### src/logic/hazardPkg.sv
// Shared widths, types and opcodes for the hazard detection unit
package hazardPkg;

    // Default widths, top level passes them down as parameters
    localparam int WordWidth = 16;   // Data and address word
    localparam int RegWidth  = 3;    // Eight registers
    localparam int OpWidth   = 5;    // Opcode in the top bits
    localparam int StageNum  = 4;    // ID, EX, MEM and WB records

    // Slot index of each tracked stage
    localparam int SlotId  = 0;
    localparam int SlotEx  = 1;
    localparam int SlotMem = 2;
    localparam int SlotWb  = 3;

    typedef logic [WordWidth-1:0] dataWordT;  // Data or address
    typedef logic [RegWidth-1:0]  regAddrT;   // Register index
    typedef logic [OpWidth-1:0]   opcodeT;    // instr[15:11]

    // Forward selects, MSB first
    // EX-to-EX Rs, MEM-to-EX Rs, EX-to-EX Rt, MEM-to-EX Rt
    typedef logic [3:0] fwdSelT;

    // Opcodes the unit cares about
    localparam opcodeT opNop  = 5'b00001;
    localparam opcodeT opJ    = 5'b00100;
    localparam opcodeT opJr   = 5'b00101;
    localparam opcodeT opJal  = 5'b00110;
    localparam opcodeT opJalr = 5'b00111;

    // Branch group is 011xx, only the top three bits are compared
    localparam logic [2:0] opBranchTop = 3'b011;

    // JAL writes its return address here
    localparam regAddrT linkReg = 3'd7;

endpackage

### src/logic/slotBus.sv
`timescale 1ns/10ps

// One shadow record passed from slot to slot
interface slotBus import hazardPkg::*; ();

    regAddrT  rd;         // Destination register
    logic     writes;     // Record writes rd
    logic     memEnable;  // Record touches memory
    dataWordT memAddr;    // Base plus immediate

    // Producer of the record, decoder or previous slot
    modport source (
        output rd,
        output writes,
        output memEnable,
        output memAddr
    );

    // Consumer, the next slot
    modport sink (
        input rd,
        input writes,
        input memEnable,
        input memAddr
    );

endinterface

### src/logic/hazardCombiner.sv
`timescale 1ns/10ps

// Merges per-slot matches into stall, bubble and forward selects
module hazardCombiner import hazardPkg::*; #(
    parameter int StageCount = StageNum
) (
    input  logic                  clk,
    input  logic                  reset,
    input  logic [StageCount-1:0] rsHit,    // One bit per tracked stage
    input  logic [StageCount-1:0] rtHit,
    input  logic [StageCount-1:0] memHit,
    input  logic                  checkRt,
    input  logic                  isJump,
    output logic                  nop,
    output logic                  pcStall,
    output fwdSelT                forwards
);

    logic regHazard;
    logic memHazard;
    logic jumpFlag;     // Jump bubble already taken
    logic jumpStall;

    // Rt matches do not count for JR and JALR
    assign regHazard = (|rsHit) || (checkRt && (|rtHit));
    assign memHazard = |memHit;

    assign nop = regHazard || memHazard;

    // One stall cycle per jump, then let the target through
    assign jumpStall = isJump && !jumpFlag;
    assign pcStall   = nop || jumpStall;

    // Flag only when the jump itself caused the stall
    always_ff @(posedge clk) begin
        if (reset) begin
            jumpFlag <= 1'b0;
        end else begin
            jumpFlag <= jumpStall && !nop;
        end
    end

    // EX-to-EX from the ID record, MEM-to-EX from the EX record
    assign forwards[3] = rsHit[SlotId];
    assign forwards[2] = rsHit[SlotEx];
    assign forwards[1] = rtHit[SlotId] && checkRt;
    assign forwards[0] = rtHit[SlotEx] && checkRt;

    // Fetch holds the instruction while stalled, so its class cannot change
    holdWhileStalled: assert property (
        @(posedge clk) disable iff (reset) pcStall |=> $stable({isJump, checkRt})
    ) else $error("hazardCombiner: instruction changed during a stall");

endmodule

### src/logic/hazardTop.sv
`timescale 1ns/10ps

// Hazard detection unit for the five-stage pipeline
module hazardTop import hazardPkg::*; #(
    parameter int DataWidth    = WordWidth,
    parameter int RegAddrWidth = RegWidth,
    parameter int StageCount   = StageNum  // ID, EX, MEM, WB
) (
    input  logic     clk,
    input  logic     reset,
    input  dataWordT instr,        // Instruction in fetch/decode
    input  regAddrT  rd,
    input  logic     writes,
    input  logic     memEnable,
    input  dataWordT reg1Data,
    input  dataWordT imm,
    input  logic     branchTaken,  // From execute
    output logic     nop,
    output logic     pcStall,
    output fwdSelT   forwards
);

    regAddrT               rs;
    regAddrT               rt;
    logic                  checkRt;
    logic                  isJump;
    logic [StageCount-1:0] rsHit;
    logic [StageCount-1:0] rtHit;
    logic [StageCount-1:0] memHit;

    // Link 0 feeds the ID slot, link i+1 leaves slot i
    slotBus links [StageCount+1] ();

    instrDecoder #(
        .DataWidth    (DataWidth),
        .RegAddrWidth (RegAddrWidth)
    ) i_instrDecoder (
        .instr     (instr),
        .rd        (rd),
        .writes    (writes),
        .memEnable (memEnable),
        .reg1Data  (reg1Data),
        .imm       (imm),
        .rs        (rs),
        .rt        (rt),
        .checkRt   (checkRt),
        .isJump    (isJump),
        .record    (links[0])
    );

    for (genvar i = 0; i < StageCount; i++) begin : g_slot
        stageSlot #(
            .Flushable (i == 0)     // Only the ID record can be cancelled
        ) i_stageSlot (
            .clk          (clk),
            .reset        (reset),
            .bubble       ((i == 0) ? nop : 1'b0),  // Stall drops a bubble into ID
            .flush        (branchTaken),
            .rs           (rs),
            .rt           (rt),
            .memAddrNow   (links[0].memAddr),
            .memEnableNow (memEnable),
            .prev         (links[i]),
            .next         (links[i+1]),
            .rsHit        (rsHit[i]),
            .rtHit        (rtHit[i]),
            .memHit       (memHit[i])
        );
    end

    hazardCombiner #(
        .StageCount (StageCount)
    ) i_hazardCombiner (
        .clk      (clk),
        .reset    (reset),
        .rsHit    (rsHit),
        .rtHit    (rtHit),
        .memHit   (memHit),
        .checkRt  (checkRt),
        .isJump   (isJump),
        .nop      (nop),
        .pcStall  (pcStall),
        .forwards (forwards)
    );

endmodule

### src/logic/instrDecoder.sv
`timescale 1ns/10ps

// Decodes the instruction in fetch/decode into the fields the unit tracks
module instrDecoder import hazardPkg::*; #(
    parameter int DataWidth    = WordWidth,
    parameter int RegAddrWidth = RegWidth
) (
    input  dataWordT     instr,
    input  regAddrT      rd,         // Destination from the decode logic
    input  logic         writes,
    input  logic         memEnable,
    input  dataWordT     reg1Data,   // Base register value
    input  dataWordT     imm,
    output regAddrT      rs,
    output regAddrT      rt,
    output logic         checkRt,    // Low for JR and JALR
    output logic         isJump,     // J or JAL
    slotBus.source       record      // Into slot 0
);

    // Field positions counted down from the top of the word
    localparam int OpTop = DataWidth - 1;
    localparam int RsTop = DataWidth - OpWidth - 1;
    localparam int RtTop = RsTop - RegAddrWidth;

    opcodeT opcode;
    logic   link;     // JAL only

    assign opcode = instr[OpTop -: OpWidth];
    assign rs     = instr[RsTop -: RegAddrWidth];  // Bits 10 to 8
    assign rt     = instr[RtTop -: RegAddrWidth];  // Bits 7 to 5

    always_comb begin
        isJump  = 1'b0;
        link    = 1'b0;
        checkRt = 1'b1;
        case (opcode)
            opJ: begin
                isJump = 1'b1;
            end
            opJal: begin
                isJump = 1'b1;
                link   = 1'b1;  // Return address to r7
            end
            opJr, opJalr: begin
                checkRt = 1'b0;  // Rt field is not a source here
            end
            default: begin
                // Branches 011xx resolve in EX, no fetch bubble for them
            end
        endcase
    end

    // True destination, JAL forces the link write
    assign record.rd        = link ? linkReg : rd;
    assign record.writes    = writes | link;
    assign record.memEnable = memEnable;
    assign record.memAddr   = reg1Data + imm;  // Effective address

endmodule

### src/logic/stageSlot.sv
`timescale 1ns/10ps

// Shadow record of one pipeline stage plus its hazard comparators
module stageSlot import hazardPkg::*; #(
    parameter bit Flushable = 1'b0  // Set for the ID slot only
) (
    input  logic     clk,
    input  logic     reset,
    input  logic     bubble,        // Load an empty record
    input  logic     flush,         // Taken branch
    input  regAddrT  rs,            // Sources of the current instruction
    input  regAddrT  rt,
    input  dataWordT memAddrNow,    // Address of the current access
    input  logic     memEnableNow,
    slotBus.sink     prev,
    slotBus.source   next,
    output logic     rsHit,
    output logic     rtHit,
    output logic     memHit
);

    regAddrT  rdQ;
    logic     writesQ;
    logic     memEnableQ;
    dataWordT memAddrQ;
    logic     killed;   // Record cancelled by a taken branch

    // Control bits clear on reset and on a bubble
    always_ff @(posedge clk) begin
        if (reset) begin
            writesQ    <= 1'b0;
            memEnableQ <= 1'b0;
        end else if (bubble) begin
            writesQ    <= 1'b0;
            memEnableQ <= 1'b0;
        end else begin
            writesQ    <= prev.writes;
            memEnableQ <= prev.memEnable;
        end
    end

    // Payload only matters while a control bit is set
    always_ff @(posedge clk) begin
        rdQ      <= prev.rd;
        memAddrQ <= prev.memAddr;
    end

    assign killed = Flushable && flush;

    // Register RAW, this record writes a source of the current instruction
    assign rsHit = writesQ && (rdQ == rs) && !killed;
    assign rtHit = writesQ && (rdQ == rt) && !killed;

    // Memory RAW, both access the same address
    assign memHit = memEnableQ && memEnableNow && (memAddrQ == memAddrNow) && !killed;

    // Record moves on, empty if cancelled
    assign next.rd        = rdQ;
    assign next.writes    = writesQ && !killed;
    assign next.memEnable = memEnableQ && !killed;
    assign next.memAddr   = memAddrQ;

    // A bubble means fetch is frozen, so the sources it compares stay put
    sourcesHeld: assert property (
        @(posedge clk) disable iff (reset) bubble |=> ($stable(rs) && $stable(rt))
    ) else $error("stageSlot: sources changed while a bubble was inserted");

endmodule

### config.mk
export PLATFORM = sky130hd
export DESIGN_NAME = hazardTop
export DESIGN_NICKNAME = d
export VERILOG_FILES = /design/src/logic/hazardPkg.sv /design/src/logic/slotBus.sv /design/src/logic/hazardCombiner.sv /design/src/logic/hazardTop.sv /design/src/logic/instrDecoder.sv /design/src/logic/stageSlot.sv
export SDC_FILE = /design/constraint.sdc
export NUM_CORES = 1
export LEC_CHECK = 0
export BUFFER_PORTS_ARGS = -buffer_cell sky130_fd_sc_hd__buf_2
export CAP_MARGIN = 20
export CORE_UTILIZATION = 51
export CTS_CLUSTER_DIAMETER = 40
export DETAILED_ROUTE_END_ITERATION = 8
export PLACE_DENSITY = 0.76
export SYNTH_ARGS = -nofsm -noshare
export SYNTH_HDL_FRONTEND = slang
export SYNTH_SLANG_ARGS = --single-unit
### constraint.sdc
create_clock -name clk -period 3.3 [get_ports clk]
set_input_delay 0.33 -clock clk [delete_from_list [all_inputs] [get_ports clk]]
set_output_delay 0.33 -clock clk [all_outputs]
set_load 0.02 [all_outputs]
==> out/qor.yml, run 1 <==
run_status:
  run_status: "complete, but fails checks"
  violations: "negative setup slack"
clocking:
  clock_transition_at_the_registers_of_the_reported_paths_ns: 0.09
  cts_hold_fix_bufs: 0
  clock_latency_on_the_worst_skew_pair_ns: 0.37
  cts-buffers-inserted: 9
  maximum_buffer_depth_of_the_clock_tree: 2
  cts-root-buf: "clkbuf_8"
  clock_tree_from_tritoncts: "built"
  cts_max_level: 3
  cts_sinks: 85
critical_path:
  critPathCaptureType: "output port"
  cp_data_required_time_ns: 2.97
  setup.reg_to_reg.worst_slack_ns: 0.87
  setup.worst_path.start: "imm[0]"
  timing.setup.critical_path_class: "input port to output port"
  crit_path_start_kind: "input port"
  cp_max_fo: 6
  critical_path.endpoint: "pcStall"
  r2r-end: "i_hazardCombiner.jumpFlag"
  crit_arrival_ns: 3.40
  r2r_start: "g_slot[0].i_stageSlot.next.memAddr[0]"
  reg2reg_depth: 11
global_routing:
  grt_pass1_wl_mm: 14.6
  grt_util_met1: 0.289
  groute.layer.met3.usage: 0.0505
  antenna_found_initial: 0
  grtUsageMet2: 0.385
  first_global_vias: 3104
  pin_count_of_the_biggest_net_entering_global_routing: 18
  gr-total-overflow: 0
  grt_most_used_layer: "met2"
  grt.total_usage: 0.228
route:
  dr.pass1.iters: 5
  drt.antenna.violating_nets: 0
  wl_per_cell_um: 14.9
  drt_drc_violations_left: 0
  route.final.wire_length_mm: 9.02
  initialDrtViolationCount: 214
  viasPerCell: 5.34
  num_vias: 3239
timing:
  final-max-slew-violation-count: 0
  layout_min_cycle_time_ns: 3.73
  relSlewSlack: 0.537
  report.final.hold_viol_count: 0
  finalSetupViolations: 2
  finalWorstSetupSlack_ns: -0.427
  grt_setup_unrepaired: "true"
  timing.clock.skew_ns: 0.0181
  fin_hold_ws_ns: 0.149
  tightest_slew_ns: 0.689
  fin_crit_sh: 1.13
  fmax_ghz: 0.268
yosys:
  synth_adder_area_share: 0.0517
  syn-instance-count: 377
  syn-cell-area_mm2: 0.00402
  synth_flop_cell: "dfxtp_1"
  seq_area_frac_synth: 0.423
  synthesis.nets: 449
  async_flop_share: 0
  number_of_warnings_issued_by_yosys: 0
  synth.avg_cell_area_um2: 10.7
  number_of_distinct_library_cells_after_synthesis: 62
  post_synth_and_or_nand_nor_area_fraction: 0.156
  synthesized_area_fraction_occupied_by_ao_oa_aoi_and_oai_cells: 0.0971
  postSynthRegisterBits: 85
  synth_xor_area_frac: 0.234
  synth_top_family_by_area: "XOR/XNOR gates"
  yosys-mux-area-fraction: 0.00778
  synth-edff-count: 0
floorplanning:
  core.rowCount: 32
  die_area_mm2: 0.00824
  dieHeight_um: 90.8
  dieWidth_um: 90.8
  floorplan.io_pins: 62
  design.core.area_mm2: 0.00769
  initial_core_util: 0.523
place:
  gpl.final_weighted_congestion: 0.875
  buffer_ports.inserted: 56
  hpwl_dp_mm: 6.89
power_and_ir_drop:
  power.leakage_nw: 2.32
  worst_ir_drop_on_vdd_v: 0.000560
  power.density_mw_per_mm2: 573
final_layout:
  final_core_util: 0.677
  syn_to_final_growth_pct: 29.4
  n_antenna_cell: 0
  finish.net_count: 572
  drive_gt1_frac: 0.339
job:
  maxCapViolCount: 0
worst_hold_path:
  class_of_the_most_critical_hold_timing_path: "input port to flop"
Yosys cell counts (all sizes together), types with 3 or more instances:
cell type	n	area share
nand2	17	0.016
a221oi	3	0.0081
a211o	4	0.0090
xnor2	49	0.11
o21ai	7	0.0087
nand4	15	0.023
nor2b	7	0.011
xor2	40	0.087
ha	15	0.047
nor3	10	0.015
nand3	11	0.015
or3	3	0.0047
a21o	5	0.0093
nor4	9	0.014
dfxtp	85	0.42
a21oi	10	0.012
nor4b	3	0.0065
and4	5	0.012
buf	6	0.013
xnor3	6	0.035
clkbuf	7	0.012
nor2	13	0.012
nand2b	6	0.0093
inv	6	0.0056
state kept, by name, summed over array words and instances, names as in the netlist:
register	cells
g_slot.i_stageSlot.next.writes	3
g_slot.i_stageSlot.memEnableQ	1
g_slot.i_stageSlot.next.memEnable	3
g_slot.i_stageSlot.writesQ	1
i_hazardCombiner.jumpFlag	1
g_slot.i_stageSlot.next.rd	12
g_slot.i_stageSlot.next.memAddr	64
timing repair:
action / in CTS / in global routing
resized for setup: 11 / 4
pin swaps: 13 / 9
buffers inserted: 2 / 1
endpoints found under the hold margin: 0 / 0
setup endpoints to repair: 2 / 2
per-stage QoR:
stage | setup TNS (ns) | cell area, um2 | total power, W | instances | setup WS [ns]
6_report | -0.830 | 5200 | 0.00298 | 607 | -0.427
5_1_grt | -1.04 | 5200 | 0.00313 | 607 | -0.525
4_1_cts | -0.745 | 5170 | 0.00298 | 606 | -0.398
3_5_place_dp | -1.40 | 4890 | 0.00218 | 588 | -0.461
3_3_place_gp | -1.03 | 4890 | 0.00216 | 588 | -0.393
2_1_floorplan | -0.200 | 4080 | 0.00187 | 377 | -0.102
where the power goes:
| part | switching (W) | leakage (nW) | internal, W |
|---|---|---|---|
| Clock | 0.000400 | 0.105 | 0.000368 |
| Sequential | 0.000115 | 0.715 | 0.00120 |
| Combinational | 0.000415 | 1.50 | 0.000480 |
cell usage in the layout (no fill, tap or decap), types with 7 or more instances in the layout:
master and count:
dfxtp_1 85, nor3_1 8, nand3_1 9, buf_4 68, buf_2 52, o21ai_0 7
xor2_1 38, clkbuf_8 9, a21oi_1 10, nand2_1 17, nand4_1 15, nor2b_1 7
nor4_1 7, ha_1 14, xnor2_1 47, nor2_1 13
metal layers:
| layer | wire (um) | part of all wire |
|---|---|---|
| met3 | 438 | 0.049 |
| met1 | 3970 | 0.44 |
| met2 | 4520 | 0.50 |
| met4 | 90 | 0.010 |
| met5 | 0 | 0 |
cell families (layout without fill, tap and decap cells):
group / Yosys count / count (layout)
muxes: 3 / 3
and+or+nand+nor: 107 / 107
DFF: 85 / 85
xor gates and xnor gates: 96 / 96
AOI/OAI and AO/OA: 51 / 51
buffers and inverters: 19 / 147
adders and majority gates: 16 / 16
worst max-delay path: stages:
cell and delay [ns]:
buf_6 0.10, ha_4 0.15, fa_2 0.34, a211o_1 0.28
a221o_2 0.44, and4_4 0.19, a221oi_4 0.28, xnor2_2 0.16
buf_6 0.16, xnor2_2 0.12, nand4_1 0.15, nand3_4 0.12
or3_4 0.43, buf_6 0.14
final cells by class:
| class | count | area [um2] |
|---|---|---|
| Timing Repair Buffer | 125 | 827 |
| Fill cell | 596 | 2480 |
| Tap cell | 102 | 128 |
| Sequential cell | 85 | 1700 |
| Clock buffer | 9 | 124 |
| Clock inverter | 7 | 86.3 |
| Inverter | 6 | 22.5 |
| Multi-Input combinational cell | 273 | 2310 |
worst min-delay path by stage:
stage,endpoint,cells past startpoint,startpoint
after floorplan,g_slot[2].i_stageSlot.next.memAddr[15],0,g_slot[1].i_stageSlot.next.memAddr[15]
after global placement,g_slot[2].i_stageSlot.next.memAddr[15],0,g_slot[1].i_stageSlot.next.memAddr[15]
after detailed placement,g_slot[2].i_stageSlot.next.memAddr[15],0,g_slot[1].i_stageSlot.next.memAddr[15]
after CTS,g_slot[0].i_stageSlot.next.rd[0],2,rd[0]
after global routing,g_slot[0].i_stageSlot.next.rd[0],2,rd[0]
final,g_slot[0].i_stageSlot.next.rd[0],2,rd[0]
Note: power is estimated with default switching activity, not from simulation.
==> run 2, diff against run 1 <==
--- a/config.mk
+++ b/config.mk
@@ -5,7 +5,7 @@
 export SDC_FILE = /design/constraint.sdc
 export NUM_CORES = 1
 export LEC_CHECK = 0
-export BUFFER_PORTS_ARGS = -buffer_cell sky130_fd_sc_hd__buf_2
+export BUFFER_PORTS_ARGS = -buffer_cell sky130_fd_sc_hd__buf_4
 export CAP_MARGIN = 20
 export CORE_UTILIZATION = 51
 export CTS_CLUSTER_DIAMETER = 40
==> run 2 against run 1 <==
Effect of this change: highest routed layer unchanged; critical path type unchanged; count of clock-buffer cells in the layout is the same; combinational power shrank 0.4%; sequential power barely moved; wire length rose by 0.12%; the flow still finishes with violations (negative setup slack); largest cell class unchanged; clock skew fell by 0.0091 ns.
==> out/qor.yml, run 2 (synthesis gave the netlist of run 1 again) <==
critical_path:
  crit_arrival_ns: 3.34  # -0.06 ns
  cp_data_required_time_ns: 2.97  # about the same
  cp_max_fo: 6  # unchanged
  path_depth: 13  # -1
  setup.reg_to_reg.worst_slack_ns: 0.88  # about the same
  cp_num_buf_inv: 2  # -1
  timing.setup.critical_path_class: "input port to output port"
  critical_path.endpoint: "pcStall"
  critical_path.max_stage_delay_ns: 0.50  # +0.06 ns
  reg2reg_depth: 10  # -1
  r2r-end: "g_slot[0].i_stageSlot.memEnableQ"
  crit_path_start_kind: "input port"
  slowest_stage: "or4b_1"
  path_common_cell: "buf_6"
  crit_family: "simple AND/OR/NAND/NOR gates"
  r2r_start: "g_slot[1].i_stageSlot.next.memAddr[0]"
  worstPathCellList: "buf_6 > ha_4 > fa_2 > a211o_1 > a221o_2 > and4_4 > a221oi_4 > xnor2_2 > xor2_1 > or4b_1 > nand3_2 > or3_4 > buf_6"
  critPathCaptureType: "output port"
  setup.worst_path.start: "reg1Data[0]"
global_routing:
  grt.total_usage: 0.235  # +0.00770
  gr-total-overflow: 0  # unchanged
  pin_count_of_the_biggest_net_entering_global_routing: 19  # +1
  first_global_vias: 3225  # +3.9%
  grt_pass1_wl_mm: 15.2  # +3.8%
  antenna_found_initial: 0  # unchanged
power_and_ir_drop:
  worst_ir_drop_on_vdd_v: 0.000456  # -19%
  power.density_mw_per_mm2: 555  # -3.1%
  power.leakage_nw: 2.34  # +0.95%
clocking:
  cts_max_level: 3  # unchanged
  cts-buffers-inserted: 9  # unchanged
  cts_sinks: 85  # unchanged
  clock_tree_from_tritoncts: "built"
  clock_transition_at_the_registers_of_the_reported_paths_ns: 0.10  # about the same
  clock_latency_on_the_worst_skew_pair_ns: 0.36  # about the same
  maximum_buffer_depth_of_the_clock_tree: 2  # unchanged
  cts-root-buf: "clkbuf_8"
timing:
  layout_min_cycle_time_ns: 3.67  # -0.0584 ns
  finalWorstSetupSlack_ns: -0.369  # +0.0584 ns
  final-max-slew-violation-count: 0  # unchanged
  timing.clock.skew_ns: 0.00900  # -0.00913 ns
  report.final.hold_viol_count: 0  # unchanged
  fin_crit_sh: 1.11  # -0.0177
  finalSetupViolations: 2  # unchanged
  grt_setup_unrepaired: "true"
  tightest_slew_ns: 0.564  # -0.124 ns
  fmax_ghz: 0.273  # +1.6%
  relSlewSlack: 0.619  # +0.0821
floorplanning:
  initial_core_util: 0.523  # unchanged
  die_area_mm2: 0.00824  # unchanged
  dieWidth_um: 90.8  # unchanged
  design.core.area_mm2: 0.00769  # unchanged
  floorplan.io_pins: 62  # unchanged
  dieHeight_um: 90.8  # unchanged
  core.rowCount: 32  # unchanged
worst_hold_path:
  class_of_the_most_critical_hold_timing_path: "input port to flop"
  worstHoldPathCells: 2  # unchanged
final_layout:
  drive_gt1_frac: 0.333  # -0.00528
  n_antenna_cell: 0  # unchanged
  largest_register_ff_count: 64  # unchanged
  most-common-layout-cells: "buf_4, dfxtp_1, xnor2_1"
  final_common_cell: "buf_4"
  final_core_util: 0.687  # +0.00993
  syn_to_final_growth_pct: 31.3
  finish.net_count: 571  # -0.17%
route:
  drt_drc_violations_left: 0  # unchanged
  drt.antenna.violating_nets: 0  # unchanged
  viasPerCell: 5.22  # -2.1%
  wl_per_cell_um: 14.9  # +0.29%
  initialDrtViolationCount: 175  # -18%
  num_vias: 3166  # -2.3%
  dr.pass1.iters: 5  # unchanged
  route.final.wire_length_mm: 9.03  # +0.12%
place:
  buffer_ports.inserted: 56  # unchanged
  hpwl_dp_mm: 7.12  # +3.3%
  gpl.final_weighted_congestion: 0.849  # -3.0%
  pre_cts_setup_slack_ns: -0.435  # +0.0260 ns
run_status:
  run_status: "complete, but fails checks"
  violations: "negative setup slack"
job:
  maxCapViolCount: 0  # unchanged
-- run 2: metal layers --
| metal | share of wire | global-route usage | vias up |
|---|---|---|---|
| met4 | 0.013 | 0.0635 | 0 |
| met5 | 0 | 0 | - |
| met2 | 0.51 | 0.412 | 57 |
| met1 | 0.45 | 0.290 | 1512 |
| li1 | - | - | 1586 |
| met3 | 0.032 | 0.0547 | 11 |
-- run 2: worst min-delay path by stage --
stage                                      startpoint                                      to  slack (ns)
2_1_floorplan  g_slot[1].i_stageSlot.next.memAddr[15]  g_slot[2].i_stageSlot.next.memAddr[15]        0.33
3_3_place_gp   g_slot[1].i_stageSlot.next.memAddr[15]  g_slot[2].i_stageSlot.next.memAddr[15]        0.34
3_5_place_dp   g_slot[1].i_stageSlot.next.memAddr[15]  g_slot[2].i_stageSlot.next.memAddr[15]        0.35
4_1_cts                                   branchTaken    g_slot[1].i_stageSlot.next.memEnable        0.12
5_1_grt                                   branchTaken    g_slot[1].i_stageSlot.next.memEnable        0.11
6_report                                  branchTaken    g_slot[1].i_stageSlot.next.memEnable        0.13
-- run 2: power by group --
group	total, W	internal [W]	switching [W]
sequential	0.00131	0.00120	0.000111
clock	0.000725	0.000302	0.000423
combinational	0.000890	0.000488	0.000401
-- run 2: stage by stage --
| stage | setup TNS [ns] | std cells | hold slack [ns] | cell area (um2) | power (W) |
|---|---|---|---|---|---|
| floorplan | -0.200 | 377 | 0.332 | 4080 | 0.00187 |
| global placement | -1.09 | 589 | 0.337 | 5030 | 0.00218 |
| detailed placement | -1.32 | 589 | 0.345 | 5030 | 0.00221 |
| CTS | -0.709 | 606 | 0.116 | 5260 | 0.00294 |
| global route | -0.931 | 606 | 0.107 | 5280 | 0.00308 |
| finish | -0.727 | 606 | 0.131 | 5280 | 0.00293 |
-- run 2: area by class of cell --
class	instances	area, um2
fill	605	2410
multi-input combinational	273	2280
sequential	85	1700
timing repair buffer	124	946
tap	102	128
clock buffer	9	124
clock inverter	7	76.3
inverter	6	22.5
-- run 2: timing repair --
action / 4_1_cts / 5_1_grt
setup endpoints to repair: 2 / 2
resized for setup: 5 / 4
pin swaps: 4 / 0
setup buffers: 1 / 0
hold buffers: 0 / 0
